`src/verilog/acq_pkg.sv`:
```
// shared command word layout, field codes, widths and phase codes, used by scoped name only
`default_nettype none

package acq_pkg;

  ////////////////////////////////////////////////////////////////////////////
  // widths

  // timing registers and the phase down-counter
  localparam int TIME_W   = 24;
  // run count and cycles-done counter
  localparam int CYCLE_W  = 16;
  // signal clock sum, N * S with room to spare
  localparam int SIGCLK_W = 40;

  ////////////////////////////////////////////////////////////////////////////
  // command word codes

  // top bit of every command word
  localparam logic OP_CONFIG = 1'b0;
  localparam logic OP_RUN    = 1'b1;

  // config word field select, other codes are acked and dropped
  localparam logic [1:0] SEL_PRECHARGE = 2'd0;
  localparam logic [1:0] SEL_SAMPLE    = 2'd1;

  // pre-charge switch levels
  // boot holds the signal behind the bootstrap while the mux moves
  localparam logic SW_PC_SIGNAL = 1'b1;
  localparam logic SW_PC_BOOT   = 1'b0;

  ////////////////////////////////////////////////////////////////////////////
  // sequencer phase codes

  localparam logic [2:0] PH_IDLE      = 3'd0;
  localparam logic [2:0] PH_BOOT      = 3'd1;
  localparam logic [2:0] PH_PRECHARGE = 3'd2;
  localparam logic [2:0] PH_SIGNAL    = 3'd3;
  localparam logic [2:0] PH_REPROTECT = 3'd4;
  localparam logic [2:0] PH_LO        = 3'd5;

  ////////////////////////////////////////////////////////////////////////////
  // command word, one 32 bit word read through the view its opcode picks

  typedef union packed {
    // timing register write
    struct packed {
      logic              opcode;
      logic [1:0]        sel;
      logic [4:0]        rsvd;
      logic [TIME_W-1:0] value;
    } cfg;
    // run start with cycle count
    struct packed {
      logic               opcode;
      logic [14:0]        rsvd;
      logic [CYCLE_W-1:0] cycles;
    } run;
  } acq_cmd_u;

endpackage

`default_nettype wire

```
`src/verilog/acq_cmd_decode.sv`:
```
// host command port, takes four-phase req/ack words and keeps the timing and run-count registers
`default_nettype none
`timescale 1ns/1ps

module acq_cmd_decode (
  input  wire                          clk,
  input  wire                          reset_n,
  input  wire                          req_i,
  input  wire acq_pkg::acq_cmd_u       cmd_i,
  input  wire                          busy_i,
  output logic                         ack_o,
  output logic [acq_pkg::TIME_W-1:0]   precharge_cnt_o,
  output logic [acq_pkg::TIME_W-1:0]   sample_cnt_o,
  output logic [acq_pkg::CYCLE_W-1:0]  run_cycles_o,
  output logic                         start_o
);

  // registered copy of req
  // the word is taken the cycle after this goes high
  logic                        req_q;
  logic                        is_run;
  logic                        run_ok;
  logic                        accept;
  // config value with zero raised to one
  logic [acq_pkg::TIME_W-1:0]  cfg_value;

  ////////////////////////////////////////////////////////////////////////////
  // decode

  // opcode sits in the same bit for both views
  assign is_run = (cmd_i.cfg.opcode == acq_pkg::OP_RUN);

  // run words wait while the sequencer is busy
  assign run_ok = !busy_i;

  // new word only once the previous handshake has closed
  assign accept = req_q && !ack_o && (!is_run || run_ok);

  // a zero length phase would never end, so load one instead
  assign cfg_value = (cmd_i.cfg.value == '0) ?
                     {{(acq_pkg::TIME_W-1){1'b0}}, 1'b1} : cmd_i.cfg.value;

  ////////////////////////////////////////////////////////////////////////////
  // handshake and registers

  always_ff @(posedge clk or posedge reset_n)
  begin
    if (reset_n)
    begin
      req_q           <= 1'b0;
      ack_o           <= 1'b0;
      start_o         <= 1'b0;
      precharge_cnt_o <= {{(acq_pkg::TIME_W-1){1'b0}}, 1'b1};
      sample_cnt_o    <= {{(acq_pkg::TIME_W-1){1'b0}}, 1'b1};
      run_cycles_o    <= '0;
    end
    else
    begin
      req_q   <= req_i;
      // start is a single clock pulse
      start_o <= 1'b0;

      if (accept)
      begin
        ack_o <= 1'b1;
        if (is_run)
        begin
          // start goes out with the ack edge and carries the count
          run_cycles_o <= cmd_i.run.cycles;
          start_o      <= 1'b1;
        end
        else
        begin
          // config writes land at once and reach the sequencer
          // at its next phase load
          case (cmd_i.cfg.sel)
            acq_pkg::SEL_PRECHARGE:
              precharge_cnt_o <= cfg_value;
            acq_pkg::SEL_SAMPLE:
              sample_cnt_o <= cfg_value;
            default:
              // unknown select is only acked
              ;
          endcase
        end
      end
      else if (ack_o && !req_q)
      begin
        // host has let go of req so the handshake closes
        ack_o <= 1'b0;
      end
    end
  end

endmodule

`default_nettype wire

```
`src/verilog/acq_sequencer.sv`:
```
// acquisition phase sequencer, steps boot-protect then N cycles of pre-charge, signal, re-protect, lo
`default_nettype none
`timescale 1ns/1ps

module acq_sequencer (
  input  wire                          clk,
  input  wire                          reset_n,
  input  wire                          start_i,
  input  wire [acq_pkg::TIME_W-1:0]    precharge_cnt_i,
  input  wire [acq_pkg::TIME_W-1:0]    sample_cnt_i,
  input  wire [acq_pkg::CYCLE_W-1:0]   run_cycles_i,
  output logic                         busy_o,
  output logic                         sw_pc_ctl_o,
  output logic                         led0_o,
  output logic [7:0]                   monitor_o,
  output logic                         run_start_o,
  output logic                         cycle_end_o
);

  // only the pre-charge switch is driven here, the mux is left alone
  // so the signal sits behind boot whenever the az switch could inject charge

  logic [2:0]                  state;
  logic [2:0]                  next_state;
  // clocks left in the current phase, zero on its last clock
  logic [acq_pkg::TIME_W-1:0]  cnt;
  // cycles still to start
  logic [acq_pkg::CYCLE_W-1:0] cycles_left;
  logic                        phase_done;
  logic                        phase_entry;
  // reload values, phase of length L loads L-1
  logic [acq_pkg::TIME_W-1:0]  pc_load;
  logic [acq_pkg::TIME_W-1:0]  smp_load;

  assign phase_done  = (cnt == '0);
  assign phase_entry = (next_state != state);
  assign pc_load     = precharge_cnt_i - 1'b1;
  assign smp_load    = sample_cnt_i - 1'b1;

  // result stage hooks
  assign run_start_o = start_i && (state == acq_pkg::PH_IDLE);
  assign cycle_end_o = (state == acq_pkg::PH_LO) && phase_done;

  ////////////////////////////////////////////////////////////////////////////
  // next phase

  always_comb
  begin
    next_state = state;
    case (state)
      acq_pkg::PH_IDLE:
        if (start_i)
          next_state = acq_pkg::PH_BOOT;
      // boot and lo both either start another cycle or finish the run
      acq_pkg::PH_BOOT,
      acq_pkg::PH_LO:
        if (phase_done)
          next_state = (cycles_left == '0) ? acq_pkg::PH_IDLE : acq_pkg::PH_PRECHARGE;
      acq_pkg::PH_PRECHARGE:
        if (phase_done)
          next_state = acq_pkg::PH_SIGNAL;
      acq_pkg::PH_SIGNAL:
        if (phase_done)
          next_state = acq_pkg::PH_REPROTECT;
      acq_pkg::PH_REPROTECT:
        if (phase_done)
          next_state = acq_pkg::PH_LO;
      default:
        next_state = acq_pkg::PH_IDLE;
    endcase
  end

  ////////////////////////////////////////////////////////////////////////////
  // phase registers and outputs, all set on phase entry

  always_ff @(posedge clk or posedge reset_n)
  begin
    if (reset_n)
    begin
      state       <= acq_pkg::PH_IDLE;
      cnt         <= '0;
      cycles_left <= '0;
      busy_o      <= 1'b0;
      sw_pc_ctl_o <= acq_pkg::SW_PC_BOOT;
      led0_o      <= 1'b0;
      monitor_o   <= 8'h00;
    end
    else
    begin
      state <= next_state;
      if (phase_entry)
      begin
        case (next_state)
          // switch to boot first so the signal is protected from the outset
          acq_pkg::PH_BOOT:
          begin
            cnt         <= pc_load;
            cycles_left <= run_cycles_i;
            busy_o      <= 1'b1;
            sw_pc_ctl_o <= acq_pkg::SW_PC_BOOT;
            led0_o      <= 1'b0;
            monitor_o   <= 8'h00;
          end
          // settle, mux would move to pc-out here, signal still on boot
          acq_pkg::PH_PRECHARGE:
          begin
            cnt         <= pc_load;
            cycles_left <= cycles_left - 1'b1;
            sw_pc_ctl_o <= acq_pkg::SW_PC_BOOT;
            led0_o      <= 1'b0;
            monitor_o   <= 8'b0000_0001;
          end
          // hi measure, switch onto the signal
          acq_pkg::PH_SIGNAL:
          begin
            cnt         <= smp_load;
            sw_pc_ctl_o <= acq_pkg::SW_PC_SIGNAL;
            led0_o      <= 1'b1;
            monitor_o   <= 8'b0000_0011;
          end
          // back to boot before the mux leaves pc-out
          acq_pkg::PH_REPROTECT:
          begin
            cnt         <= pc_load;
            sw_pc_ctl_o <= acq_pkg::SW_PC_BOOT;
            led0_o      <= 1'b0;
            monitor_o   <= 8'b0000_0001;
          end
          // lo measure
          acq_pkg::PH_LO:
          begin
            cnt         <= smp_load;
            sw_pc_ctl_o <= acq_pkg::SW_PC_BOOT;
            led0_o      <= 1'b0;
            monitor_o   <= 8'h00;
          end
          // run over
          default:
          begin
            busy_o      <= 1'b0;
            sw_pc_ctl_o <= acq_pkg::SW_PC_BOOT;
            led0_o      <= 1'b0;
            monitor_o   <= 8'h00;
          end
        endcase
      end
      else if (state != acq_pkg::PH_IDLE)
      begin
        cnt <= cnt - 1'b1;
      end
    end
  end

endmodule

`default_nettype wire

```
`src/verilog/acq_result_counter.sv`:
```
// run results, counts completed cycles and clocks with the switch on the signal, cleared per run
`default_nettype none
`timescale 1ns/1ps

module acq_result_counter (
  input  wire                           clk,
  input  wire                           reset_n,
  input  wire                           run_start_i,
  input  wire                           sw_pc_ctl_i,
  input  wire                           cycle_end_i,
  output logic [acq_pkg::CYCLE_W-1:0]   cycles_done_o,
  output logic [acq_pkg::SIGCLK_W-1:0]  signal_clocks_o
);

  // switch level decoded once
  logic on_signal;

  assign on_signal = (sw_pc_ctl_i == acq_pkg::SW_PC_SIGNAL);

  ////////////////////////////////////////////////////////////////////////////
  // cycle count

  // cycle_end marks the last lo clock, count shows up one clock later
  always_ff @(posedge clk or posedge reset_n)
  begin
    if (reset_n)
    begin
      cycles_done_o <= '0;
    end
    else if (run_start_i)
    begin
      // fresh run, drop the old result
      cycles_done_o <= '0;
    end
    else if (cycle_end_i)
    begin
      cycles_done_o <= cycles_done_o + 1'b1;
    end
  end

  ////////////////////////////////////////////////////////////////////////////
  // signal clock sum

  // switch level is registered in the sequencer,
  // so every clock it reads signal counts toward the hi integration
  always_ff @(posedge clk or posedge reset_n)
  begin
    if (reset_n)
    begin
      signal_clocks_o <= '0;
    end
    else if (run_start_i)
    begin
      signal_clocks_o <= '0;
    end
    else if (on_signal)
    begin
      signal_clocks_o <= signal_clocks_o + 1'b1;
    end
  end

  // both results hold after the run, until the next run start

endmodule

`default_nettype wire

```
`src/verilog/acq_frontend_top.sv`:
```
// acquisition front end top, wires the host decode, phase sequencer and result counter together
`default_nettype none
`timescale 1ns/1ps

module acq_frontend_top (
  input  wire                           clk,
  input  wire                           reset_n,
  input  wire                           req_i,
  input  wire acq_pkg::acq_cmd_u        cmd_i,
  output wire                           ack_o,
  output wire                           busy_o,
  output wire                           sw_pc_ctl_o,
  output wire                           led0_o,
  output wire [7:0]                     monitor_o,
  output wire [acq_pkg::CYCLE_W-1:0]    cycles_done_o,
  output wire [acq_pkg::SIGCLK_W-1:0]   signal_clocks_o
);

  // decode to sequencer
  wire [acq_pkg::TIME_W-1:0]  precharge_cnt;
  wire [acq_pkg::TIME_W-1:0]  sample_cnt;
  wire [acq_pkg::CYCLE_W-1:0] run_cycles;
  wire                        start;
  // sequencer to result counter
  wire                        run_start;
  wire                        cycle_end;

  acq_cmd_decode i_acq_cmd_decode (
    .clk             (clk),
    .reset_n         (reset_n),
    .req_i           (req_i),
    .cmd_i           (cmd_i),
    .busy_i          (busy_o),
    .ack_o           (ack_o),
    .precharge_cnt_o (precharge_cnt),
    .sample_cnt_o    (sample_cnt),
    .run_cycles_o    (run_cycles),
    .start_o         (start)
  );

  acq_sequencer i_acq_sequencer (
    .clk             (clk),
    .reset_n         (reset_n),
    .start_i         (start),
    .precharge_cnt_i (precharge_cnt),
    .sample_cnt_i    (sample_cnt),
    .run_cycles_i    (run_cycles),
    .busy_o          (busy_o),
    .sw_pc_ctl_o     (sw_pc_ctl_o),
    .led0_o          (led0_o),
    .monitor_o       (monitor_o),
    .run_start_o     (run_start),
    .cycle_end_o     (cycle_end)
  );

  acq_result_counter i_acq_result_counter (
    .clk             (clk),
    .reset_n         (reset_n),
    .run_start_i     (run_start),
    .sw_pc_ctl_i     (sw_pc_ctl_o),
    .cycle_end_i     (cycle_end),
    .cycles_done_o   (cycles_done_o),
    .signal_clocks_o (signal_clocks_o)
  );

endmodule

`default_nettype wire

```
`config.mk`:
```
export PLATFORM = sky130hd
export DESIGN_NAME = acq_frontend_top
export DESIGN_NICKNAME = d
export VERILOG_FILES = /design/src/verilog/acq_pkg.sv /design/src/verilog/acq_cmd_decode.sv /design/src/verilog/acq_sequencer.sv /design/src/verilog/acq_result_counter.sv /design/src/verilog/acq_frontend_top.sv
export SDC_FILE = /design/constraint.sdc
export NUM_CORES = 1
export LEC_CHECK = 0
export ABC_AREA = 0
export BUFFER_PORTS_ARGS = -buffer_cell sky130_fd_sc_hd__buf_2
export CAP_MARGIN = 20
export CELL_PAD_IN_SITES_DETAIL_PLACEMENT = 1
export CELL_PAD_IN_SITES_GLOBAL_PLACEMENT = 2
export CORE_MARGIN = 5
export CORE_UTILIZATION = 41
export DETAILED_ROUTE_END_ITERATION = 6
export PLACE_DENSITY_LB_ADDON = 0.12
export RECOVER_POWER = 50
export SLEW_MARGIN = 20
export SYNTH_ARGS = -nofsm -noshare
export SYNTH_HDL_FRONTEND = slang
export SYNTH_HIERARCHICAL = 1
export SYNTH_SLANG_ARGS = --single-unit
```
`constraint.sdc`:
```
create_clock -name clk -period 8.25 [get_ports clk]
set_input_delay 1.2375 -clock clk [delete_from_list [all_inputs] [get_ports clk]]
set_output_delay 1.2375 -clock clk [all_outputs]
set_load 0.005 [all_outputs]
```
==> results of run 1 <==
[power by group]
| group | switching (mW) | internal (mW) |
|---|---|---|
| registers | 0.187 | 1.02 |
| logic | 0.257 | 0.243 |
| clock network | 0.370 | 0.453 |
| total | 0.813 | 1.71 |
[cells by family after synthesis]
logic type / Yosys count
xor gates and xnor gates: 56
and+or+nand+nor: 385
buffers and inverters: 77
muxes: 93
AOI/OAI and AO/OA: 195
other: 1
DFF: 170
adders and majority gates: 4
[through the flow]
stage | power [mW] | cells | utilization, %
6_report | 2.528 | 1352 | 46.77
5_1_grt | 2.687 | 1352 | 46.77
4_1_cts | 2.557 | 1352 | 47.11
3_5_place_dp | 1.721 | 1322 | 44.55
3_3_place_gp | 1.698 | 1322 | 44.55
2_1_floorplan | 1.548 | 986 | -
[layout by cell type (no fill, tap or decap), types with 4 or more instances in the layout]
cell,n
or3_1,17
o21ai_1,5
inv_6,6
mux2i_1,27
a21o_1,6
and4_1,5
mux2_2,64
nor3b_1,4
xnor2_1,21
conb_1,6
nor4_1,23
buf_2,89
nand2b_1,5
o2111ai_1,6
clkbuf_1,7
nand2_1,84
and3_1,6
or4_1,7
a21oi_1,68
clkbuf_16,17
o21ai_0,47
nand4_1,22
nor2_1,96
a31oi_1,14
o22ai_1,6
buf_4,7
nor3_1,32
ha_1,4
a211oi_1,6
xor2_1,35
nand3_1,41
nand4_2,4
and2_1,10
inv_1,21
dfrtp_1,168
[final timing paths]
check | start | to | slack (ns) | depth (start not counted)
worst max register to register | i_acq_sequencer/cnt[11]$_DFFE_PP0P_ | i_acq_sequencer/cnt[10]$_DFFE_PP0P_ | 3.69 | 14
worst max-delay path | i_acq_sequencer/cnt[11]$_DFFE_PP0P_ | i_acq_sequencer/cnt[10]$_DFFE_PP0P_ | 3.69 | 14
min in group asynchronous | reset_n | i_acq_sequencer/cycles_left[7]$_DFFE_PP0P_ | 1.93 | 3
worst min-delay path | i_acq_sequencer/monitor_o[1]$_DFFE_PP0N_ | i_acq_sequencer/monitor_o[1]$_DFFE_PP0N_ | 0.51 | 1
worst min register to register | i_acq_sequencer/monitor_o[1]$_DFFE_PP0N_ | i_acq_sequencer/monitor_o[1]$_DFFE_PP0N_ | 0.51 | 1
max in group asynchronous | reset_n | i_acq_cmd_decode/precharge_cnt_o[2]$_DFFE_PP0P_ | 3.98 | 3
[flip-flops by register name, indices dropped and copies added, names as in the netlist]
name	count
i_acq_cmd_decode/ack_o	1
i_acq_sequencer/cycles_left	16
i_acq_cmd_decode/req_q	1
i_acq_sequencer/monitor_o	2
i_acq_sequencer/led0_o	1
i_acq_cmd_decode/precharge_cnt_o	24
i_acq_sequencer/busy_o	1
i_acq_sequencer/cnt	24
i_acq_result_counter/cycles_done_o	16
i_acq_cmd_decode/sample_cnt_o	24
i_acq_cmd_decode/run_cycles_o	16
i_acq_sequencer/state	3
i_acq_result_counter/signal_clocks_o	40
i_acq_cmd_decode/start_o	1
[critical path: stages (launching register included)]
cell and delay (ns):
dfrtp_1 0.42, nor4_1 0.62, and4_1 0.43, a21o_1 0.34, nand2_1 0.48, nand2_1 0.20
a21oi_1 0.09, a21oi_1 0.17, ha_1 0.33, nand3b_1 0.14, nor3_1 0.23, a41oi_1 0.16
or4_1 0.59, a31oi_1 0.17, a21oi_1 0.06
[final cells by class]
class | count | area (sq um)
fillers | 2646 | 12090
flip-flops and latches | 170 | 4257
clock inverters | 13 | 156.4
multi-input cells | 739 | 4808
well taps | 285 | 356.6
inverters | 25 | 93.84
repair buffers | 103 | 524.3
clock buffers | 17 | 425.4
[metal layers]
layer  track usage [%]  vias up  share of wire (%)
met2             32.93      154                 46
met4             4.883        0                1.2
met5                 0        -                  0
li1                  -     3694                  -
met3             2.791       17                3.7
met1             29.48     3867                 49
==> flow_summary.json, run 1 <==
{
  "final_net_count": 1095,
  "worst_pin_slew_ns": 3.633,
  "fin_ws_ns": 3.689,
  "period_share_pct": 55.28,
  "synth_most_common_cell": "dfrtp_1",
  "dr.pass1.iters": 4,
  "syn_inst": 981,
  "final_hold_viol_count": 0,
  "preCtsSetupSlack_ns": 3.716,
  "violations": "max-capacitance violations, max-slew violations",
  "fin_area_sq_mm": 0.01062,
  "yosysSeqAreaShare_pct": 44.82,
  "placed_area_sq_mm": 0.01012,
  "ios": 103,
  "numCtsBuffers": 17,
  "setup_violations": 0,
  "ys_ff_latch": 170,
  "finalCriticalPeriod_ns": 4.561,
  "synth-main-ff-cell": "dfrtp_1",
  "antenna_found_initial": 0,
  "synthDistinctLibCells": 82,
  "clkLatencyLatePin_ns": 0.44,
  "synthSimpleGateAreaFrac_pct": 21.54,
  "cts_tree": "built",
  "grt_max_degree": 68,
  "rsz0062_at_grt": "false",
  "clock_path_buffers": 2,
  "post-synth-top-area-cell": "dfrtp_1",
  "wl_um": 26410,
  "grt_pass1_vias": 8043,
  "grt_pass1_wl_um": 43680,
  "hold_ws_ns": 0.5063,
  "antenna_left": 0,
  "gp_congestion": 0.7988,
  "outcome": "finished with violations",
  "synth_compound_area_share_pct": 12.99,
  "leakage_nw": 4.809,
  "cp_data_arrival_time_ns": 4.85,
  "post-dp-hpwl_um": 18750,
  "yosys-top-cells-count": "dfrtp_1, nor2_1, nand2_1, a21oi_1, mux2_2",
  "vias_per_cell": 5.719,
  "required_ns": 8.54,
  "design.core.area_sq_mm": 0.02271,
  "floorplan.die_area_sq_mm": 0.02631,
  "die_w_um": 162.2,
  "syn-cell-area_sq_mm": 0.009498,
  "power_density_mw_per_mm2": 238.0,
  "hold_class": "reg2reg",
  "synth_xor_xnor_area_share_pct": 5.164,
  "synth_mux_area_share_pct": 10.67,
  "cts_hold_buffers": 0,
  "htreeDepth": 4,
  "port_buffers": 91,
  "drive_gt1_share_pct": 20.90,
  "max_freq_mhz": 219.3,
  "synth_edf_count": 0,
  "synthAdderAreaFrac_pct": 0.5269,
  "fp.dieH_um": 162.2,
  "critPathMaxFanout": 18,
  "tns_ns": 0,
  "crit_path_end_kind": "flop",
  "overflow": 0,
  "avgSynthCellArea_sq_um": 9.682,
  "syn2layout_area_growth_pct": 11.83,
  "ys_async_sr_fraction_pct": 100.0,
  "cts_sinks": 170,
  "wl_per_cell_um": 19.53,
  "drt_iter0_markers": 416,
  "ys_warn_count": 6,
  "synth_area_leaders": "dfrtp_1, mux2_2, nor2_1",
  "cts-root-buf": "clkbuf_16",
  "cap_viol_max_count": 4,
  "drcViolationCount": 0,
  "maxSlewHeadroom_pct": -142.2,
  "grt_usage_pct": 20.49,
  "crit_type": "reg2reg",
  "synth_top_area_share_pct": 44.26,
  "initial_core_util_pct": 41.82,
  "cts_resized": 0,
  "report.final.slew_viol_count": 191,
  "num_vias": 7732,
  "cp-start-kind": "flop",
  "post_cts_buffers": 0,
  "synth_top_family_by_area": "simple AND/OR/NAND/NOR gates",
  "max-vdd-ir-drop_v": 0.0001242,
  "std_cell_rows": 55,
  "finalClockSkew_ns": 0.02351,
  "diodes": 0,
  "clk_pin_slew_ns": 0.07
}
Note: power is estimated with default switching activity, not from simulation.
==> run 2, diff against run 1 <==
--- a/config.mk
+++ b/config.mk
@@ -5,13 +5,13 @@
 export SDC_FILE = /design/constraint.sdc
 export NUM_CORES = 1
 export LEC_CHECK = 0
-export ABC_AREA = 0
+export ABC_AREA = 1
 export BUFFER_PORTS_ARGS = -buffer_cell sky130_fd_sc_hd__buf_2
 export CAP_MARGIN = 20
 export CELL_PAD_IN_SITES_DETAIL_PLACEMENT = 1
 export CELL_PAD_IN_SITES_GLOBAL_PLACEMENT = 2
 export CORE_MARGIN = 5
-export CORE_UTILIZATION = 41
+export CORE_UTILIZATION = 31
 export DETAILED_ROUTE_END_ITERATION = 6
 export PLACE_DENSITY_LB_ADDON = 0.12
 export RECOVER_POWER = 50
==> constraint.sdc (replaced) <==
create_clock -name clk -period 3.95 [get_ports clk]
set_input_delay 0.5925 -clock clk [delete_from_list [all_inputs] [get_ports clk]]
set_output_delay 0.5925 -clock clk [all_outputs]
set_load 0.005 [all_outputs]
==> flow_summary.json, run 2 <==
{
  "multi_input_area_sq_mm": 0.004831,
  "cp-start-kind": "flop",
  "crit_path_end_kind": "flop",
  "fillerInstances": 4112,
  "swShare_pct": 38.27,
  "design.core.area_sq_mm": 0.03237,
  "final_hold_viol_count": 0,
  "outcome": "finished with violations",
  "grt_pass1_vias": 9373,
  "top_register": "i_acq_result_counter/signal_clocks_o",
  "maxSlewHeadroom_pct": -68.86,
  "ys_async_sr_fraction_pct": 100.0,
  "mostFrequentLayoutCell": "nand2_1",
  "syn_inst": 1397,
  "grt_pass1_wl_um": 49770,
  "dr.pass1.iters": 5,
  "drive_gt1_share_pct": 15.41,
  "max_freq_mhz": 299.0,
  "grt_usage_pct": 17.09,
  "finalCriticalPeriod_ns": 3.344,
  "synthDistinctLibCells": 51,
  "syn2layout_area_growth_pct": 13.23,
  "report.final.slew_viol_count": 165,
  "post_cts_buffers": 0,
  "gp_congestion": 0.8268,
  "netSwitchingPower_mw": 2.236,
  "avgSynthCellArea_sq_um": 7.248,
  "clk_pin_slew_ns": 0.07,
  "floorplan.die_area_sq_mm": 0.03638,
  "violations": "max-capacitance violations, max-slew violations",
  "drt_iter0_markers": 418,
  "numCtsBuffers": 17,
  "power_density_mw_per_mm2": 509.5,
  "post-dp-hpwl_um": 22710,
  "cts_resized": 0,
  "tns_ns": 0,
  "final_net_count": 1520,
  "num_vias": 8973,
  "required_ns": 4.27,
  "largest_reg_flops": 40,
  "cts_tree": "built",
  "fp.dieH_um": 190.7,
  "antenna_left": 0,
  "seqPwrFrac_pct": 40.9,
  "initial_core_util_pct": 31.28,
  "intPower_mw": 3.607,
  "drcViolationCount": 0,
  "vias_per_cell": 4.637,
  "rsz0062_at_grt": "false",
  "port_buffers": 91,
  "setup_violations": 0,
  "antenna_found_initial": 0,
  "clkLatencyLatePin_ns": 0.44,
  "overflow": 0,
  "ios": 103,
  "cts_hold_buffers": 0,
  "max-vdd-ir-drop_v": 0.0003514,
  "synth_area_leaders": "dfrtp_1, nand2_1, nor2_1",
  "worst_pin_slew_ns": 2.533,
  "cts_sinks": 170,
  "cap_viol_max_count": 4,
  "htreeDepth": 4,
  "layout_common_cells": "nand2_1, nor2_1, inv_1",
  "std_cell_rows": 66,
  "ys_warn_count": 6,
  "die_w_um": 190.7,
  "grt_max_degree": 51,
  "diodes": 0,
  "clock_power_share_pct": 28.1,
  "cts-root-buf": "clkbuf_16",
  "synth_edf_count": 0,
  "cp_data_arrival_time_ns": 3.66,
  "clock_path_buffers": 2,
  "yosysSeqAreaShare_pct": 42.04,
  "wl_um": 30150,
  "wl_per_cell_um": 15.58,
  "yosys-top-cells-count": "nand2_1, nor2_1, inv_1, dfrtp_1, nand3_1",
  "critPathMaxFanout": 11,
  "leakage_nw": 5.724,
  "crit_type": "reg2reg",
  "finalClockSkew_ns": 0.008904,
  "regArea_sq_mm": 0.004257,
  "period_share_pct": 84.66,
  "hold_class": "in2async",
  "syn-cell-area_sq_mm": 0.01013,
  "hold_ws_ns": 0.2155,
  "synth-main-ff-cell": "dfrtp_1",
  "synth_most_common_cell": "nand2_1",
  "ys_ff_latch": 170,
  "synth_top_area_share_pct": 41.52,
  "combPwrFrac_pct": 31.0,
  "post-synth-top-area-cell": "dfrtp_1"
}
## run 2: cell families after synthesis
kind of cell	after synthesis	share of synthesized area, %
AND/OR/NAND/NOR	793	35.71
buffers and inverters	241	10.42
AO/OA/AOI/OAI	173	10.01
flip-flops	170	42.04
XOR/XNOR	15	1.297
adder cells (fa/ha/maj)	4	0.4943
other	1	0.03703
## run 2: layout make-up
class	instances	area share [%]
Timing Repair Buffer	106	4.670
Multi-Input combinational cell	991	42.13
Clock inverter	12	1.026
Sequential cell	170	37.12
Clock buffer	19	3.776
Inverter	195	6.449
Tap cell	442	4.823
## run 2: worst max-delay path, cell delays in order (launching register included)
cell	delay (ns)
dfrtp_1	0.38
inv_1	0.09
ha_1	0.22
nand3_1	0.14
nor2_2	0.20
nand4_1	0.20
nand3_2	0.13
nand2_2	0.10
o21ai_4	0.34
buf_4	0.24
nand2_1	0.06
nand3_1	0.07
nand2_1	0.10
nor2_2	0.16
nand2_1	0.08
nor2_2	0.19
buf_4	0.21
nand2_1	0.06
a21oi_1	0.14
a21oi_1	0.08
## run 2: worst paths after layout
path	from	endpoint	slack [ns]	cells after the start
worst max-delay path	i_acq_sequencer/cycles_left[0]$_DFFE_PP0P_	i_acq_sequencer/cnt[15]$_DFFE_PP0P_	0.61	19
worst min-delay path	reset_n	i_acq_result_counter/cycles_done_o[2]$_DFFE_PP0P_	0.22	2
worst max register to register	i_acq_sequencer/cycles_left[0]$_DFFE_PP0P_	i_acq_sequencer/cnt[15]$_DFFE_PP0P_	0.61	19
worst min register to register	i_acq_cmd_decode/sample_cnt_o[0]$_DFFE_PP1P_	i_acq_cmd_decode/sample_cnt_o[0]$_DFFE_PP1P_	0.47	2
max in group asynchronous	reset_n	i_acq_cmd_decode/precharge_cnt_o[23]$_DFFE_PP0P_	0.90	3
min in group clk	req_i	i_acq_cmd_decode/req_q$_DFF_PP0_	0.25	1
## run 2: power by group through the flow
stage	clock, mW	combinational, mW	sequential (mW)
2_1_floorplan	0	1.45	2.34
3_3_place_gp	0	1.81	2.41
3_5_place_dp	0	1.85	2.42
4_1_cts	1.72	1.86	2.39
5_1_grt	1.79	2.10	2.45
6_report	1.64	1.81	2.39
## run 2: metal layers
metal  routed length, um  vias up  global-route usage, %
met2               14670      104                  29.83
met1               14190     4297                  21.89
li1                    -     4544                      -
met3                 780       28                  2.801
met4                 510        0                  4.834
met5                   0        -                      0
## run 2: stage by stage
step / setup slack (ns) / utilization, % / total power [mW] / cells / area (sq um)
5_1_grt: 0.1911 / 35.42 / 6.336 / 1935 / 11470
4_1_cts: 0.5283 / 35.53 / 5.972 / 1935 / 11500
2_1_floorplan: 1.224 / - / 3.786 / 1402 / 10140
3_5_place_dp: 0.5584 / 33.83 / 4.270 / 1904 / 10950
3_3_place_gp: 0.6004 / 33.83 / 4.225 / 1904 / 10950
6_report: 0.6059 / 35.42 / 5.842 / 1935 / 11470
==> run 3, diff against run 2 <==
--- a/config.mk
+++ b/config.mk
@@ -5,13 +5,13 @@
 export SDC_FILE = /design/constraint.sdc
 export NUM_CORES = 1
 export LEC_CHECK = 0
-export ABC_AREA = 1
+export ABC_AREA = 0
 export BUFFER_PORTS_ARGS = -buffer_cell sky130_fd_sc_hd__buf_2
 export CAP_MARGIN = 20
 export CELL_PAD_IN_SITES_DETAIL_PLACEMENT = 1
 export CELL_PAD_IN_SITES_GLOBAL_PLACEMENT = 2
 export CORE_MARGIN = 5
-export CORE_UTILIZATION = 31
+export CORE_UTILIZATION = 34
 export DETAILED_ROUTE_END_ITERATION = 6
 export PLACE_DENSITY_LB_ADDON = 0.12
 export RECOVER_POWER = 50
==> constraint.sdc (replaced) <==
create_clock -name clk -period 2.8 [get_ports clk]
set_input_delay 0.42 -clock clk [delete_from_list [all_inputs] [get_ports clk]]
set_output_delay 0.42 -clock clk [all_outputs]
set_load 0.005 [all_outputs]
==> flow_summary.json, run 3 (synthesis gave the netlist of run 1 again) <==
{
  "top_register": "i_acq_result_counter/signal_clocks_o",
  "crit_path_cell_trace": "nor4_4 > nand4_1 > buf_4 > or3_4 > nand2_4 > nand2_2 > a21oi_2 > a21oi_4 > ha_4 > nand3b_1 > buf_4 > nor2_1 > a31oi_2 > buf_4 > nor3_2 > xnor2_1 > a21oi_1",
  "min_to": "i_acq_cmd_decode/req_q$_DFF_PP0_",
  "fillerInstances": 3103,
  "dr.pass1.iters": 4,
  "r2r_slack_ns": -0.37,
  "antenna_left": 0,
  "maxSlewHeadroom_pct": -15.47,
  "port_buffers": 91,
  "grt_pass1_wl_um": 48700,
  "worst_pin_slew_ns": 1.732,
  "crit_type": "reg2reg",
  "setup_violations": 41,
  "placed_area_sq_mm": 0.01158,
  "crit_path_end_kind": "flop",
  "cts_sinks": 170,
  "fp.dieH_um": 177.1,
  "crit_path_frequent_cell": "buf_4",
  "hold_ws_ns": 0.07932,
  "reg2regPathDepth": 17,
  "hold_class": "in2reg",
  "tns_ns": -9.924,
  "htreeDepth": 4,
  "diodes": 0,
  "crit_family": "simple AND/OR/NAND/NOR gates",
  "critPathMaxFanout": 4,
  "grt_max_degree": 68,
  "place_inst": 1554,
  "finalCriticalPeriod_ns": 3.166,
  "timing.rr.start": "i_acq_sequencer/cnt[8]$_DFFE_PP0P_",
  "num_vias": 8337,
  "antenna_found_initial": 0,
  "required_ns": 3.14,
  "largest_reg_flops": 40,
  "clock_path_buffers": 2,
  "cp-start-kind": "flop",
  "report.final.slew_viol_count": 68,
  "fin_ws_ns": -0.3656,
  "max-vdd-ir-drop_v": 0.0003188,
  "finalClockSkew_ns": 0.01811,
  "wl_per_cell_um": 18.97,
  "wl_um": 30600,
  "ios": 103,
  "design.core.area_sq_mm": 0.02771,
  "cp_data_arrival_time_ns": 3.51,
  "layout_common_cells": "dfrtp_1, buf_4, nor2_1",
  "cts-root-buf": "clkbuf_16",
  "rsz0062_at_grt": "true",
  "max_freq_mhz": 315.9,
  "clk_pin_slew_ns": 0.08,
  "outcome": "finished with violations",
  "drcViolationCount": 0,
  "cap_viol_max_count": 1,
  "power_density_mw_per_mm2": 661.2,
  "gp_congestion": 0.8093,
  "drive_gt1_share_pct": 38.95,
  "critPathBufInv": 3,
  "final_net_count": 1261,
  "die_w_um": 177.1,
  "cts_hold_buffers": 0,
  "cts_tree": "built",
  "leakage_nw": 5.865,
  "worstHoldStart": "req_i",
  "final_hold_viol_count": 0,
  "numCtsBuffers": 17,
  "post-dp-hpwl_um": 22550,
  "std_cell_rows": 61,
  "r2r_end": "i_acq_sequencer/cnt[12]$_DFFE_PP0P_",
  "initial_core_util_pct": 34.28,
  "max_stage_delay_ns": 0.42,
  "drt_iter0_markers": 409,
  "grt_usage_pct": 19.50,
  "stdcell_count": 1613,
  "violations": "max-capacitance violations, max-slew violations, negative setup slack",
  "grt_pass1_vias": 8467,
  "floorplan.die_area_sq_mm": 0.03138,
  "fin_area_sq_mm": 0.01286,
  "overflow": 0,
  "min_path_cells": 1,
  "syn2layout_area_growth_pct": 35.44,
  "period_share_pct": 113.1,
  "vias_per_cell": 5.169,
  "clkLatencyLatePin_ns": 0.44,
  "worst_path_max_delay_cell": "dfrtp_1",
  "mostFrequentLayoutCell": "dfrtp_1"
}
run 3: repair_timing:
item,CTS,global route
resized for setup,60,47
setup buffers,12,15
setup endpoints to repair,45,50
cloned,2,3
pin swaps,22,31
run 3: area by class of cell:
class / instances / area [sq um] / area share, %
clock inverters: 13 / 128.9 / 1.002
well taps: 378 / 473.0 / 3.677
repair buffers: 269 / 2034 / 15.82
inverters: 25 / 96.34 / 0.7490
flip-flops and latches: 170 / 4257 / 33.09
multi-input cells: 739 / 5421 / 42.15
clock buffers: 19 / 452.9 / 3.521
run 3: per-layer routing:
metal  global-route usage (%)  vias up  part of all wire (%)
met1                    28.74     4184                    49
met4                    3.868        0                  0.83
met2                    31.11      104                    47
li1                         -     4030                     -
met3                    2.264       19                   2.7
met5                        0        -                     0
run 3: how the worst max path moves through the flow:
stage	slack (ns)	end	startpoint	depth (start not counted)
final	-0.37	i_acq_sequencer/cnt[12]$_DFFE_PP0P_	i_acq_sequencer/cnt[8]$_DFFE_PP0P_	17
after global routing	-0.54	i_acq_sequencer/cnt[10]$_DFFE_PP0P_	i_acq_sequencer/cnt[8]$_DFFE_PP0P_	15
after CTS	-0.31	i_acq_sequencer/cnt[10]$_DFFE_PP0P_	i_acq_sequencer/cnt[8]$_DFFE_PP0P_	15
after detailed placement	-0.46	i_acq_sequencer/cnt[10]$_DFFE_PP0P_	i_acq_sequencer/cnt[21]$_DFFE_PP0P_	14
after global placement	-0.41	i_acq_sequencer/cnt[10]$_DFFE_PP0P_	i_acq_sequencer/cnt[21]$_DFFE_PP0P_	14
after floorplan	-0.57	i_acq_sequencer/cnt[10]$_DFFE_PP0P_	i_acq_sequencer/cnt[5]$_DFFE_PP0P_	15
run 3: power breakdown:
part,switching (mW),internal (mW)
clock,1.16,1.23
combinational,1.24,1.37
sequential,0.502,3.00
total,2.90,5.60
run 3: through the flow:
step | power, mW | utilization, % | worst slack, ns
floorplan | 4.671 | - | -0.5736
global placement | 5.804 | 41.78 | -0.4113
detailed placement | 5.861 | 41.78 | -0.4638
CTS | 8.453 | 45.33 | -0.3067
global route | 9.018 | 46.43 | -0.5435
finish | 8.505 | 46.43 | -0.3656
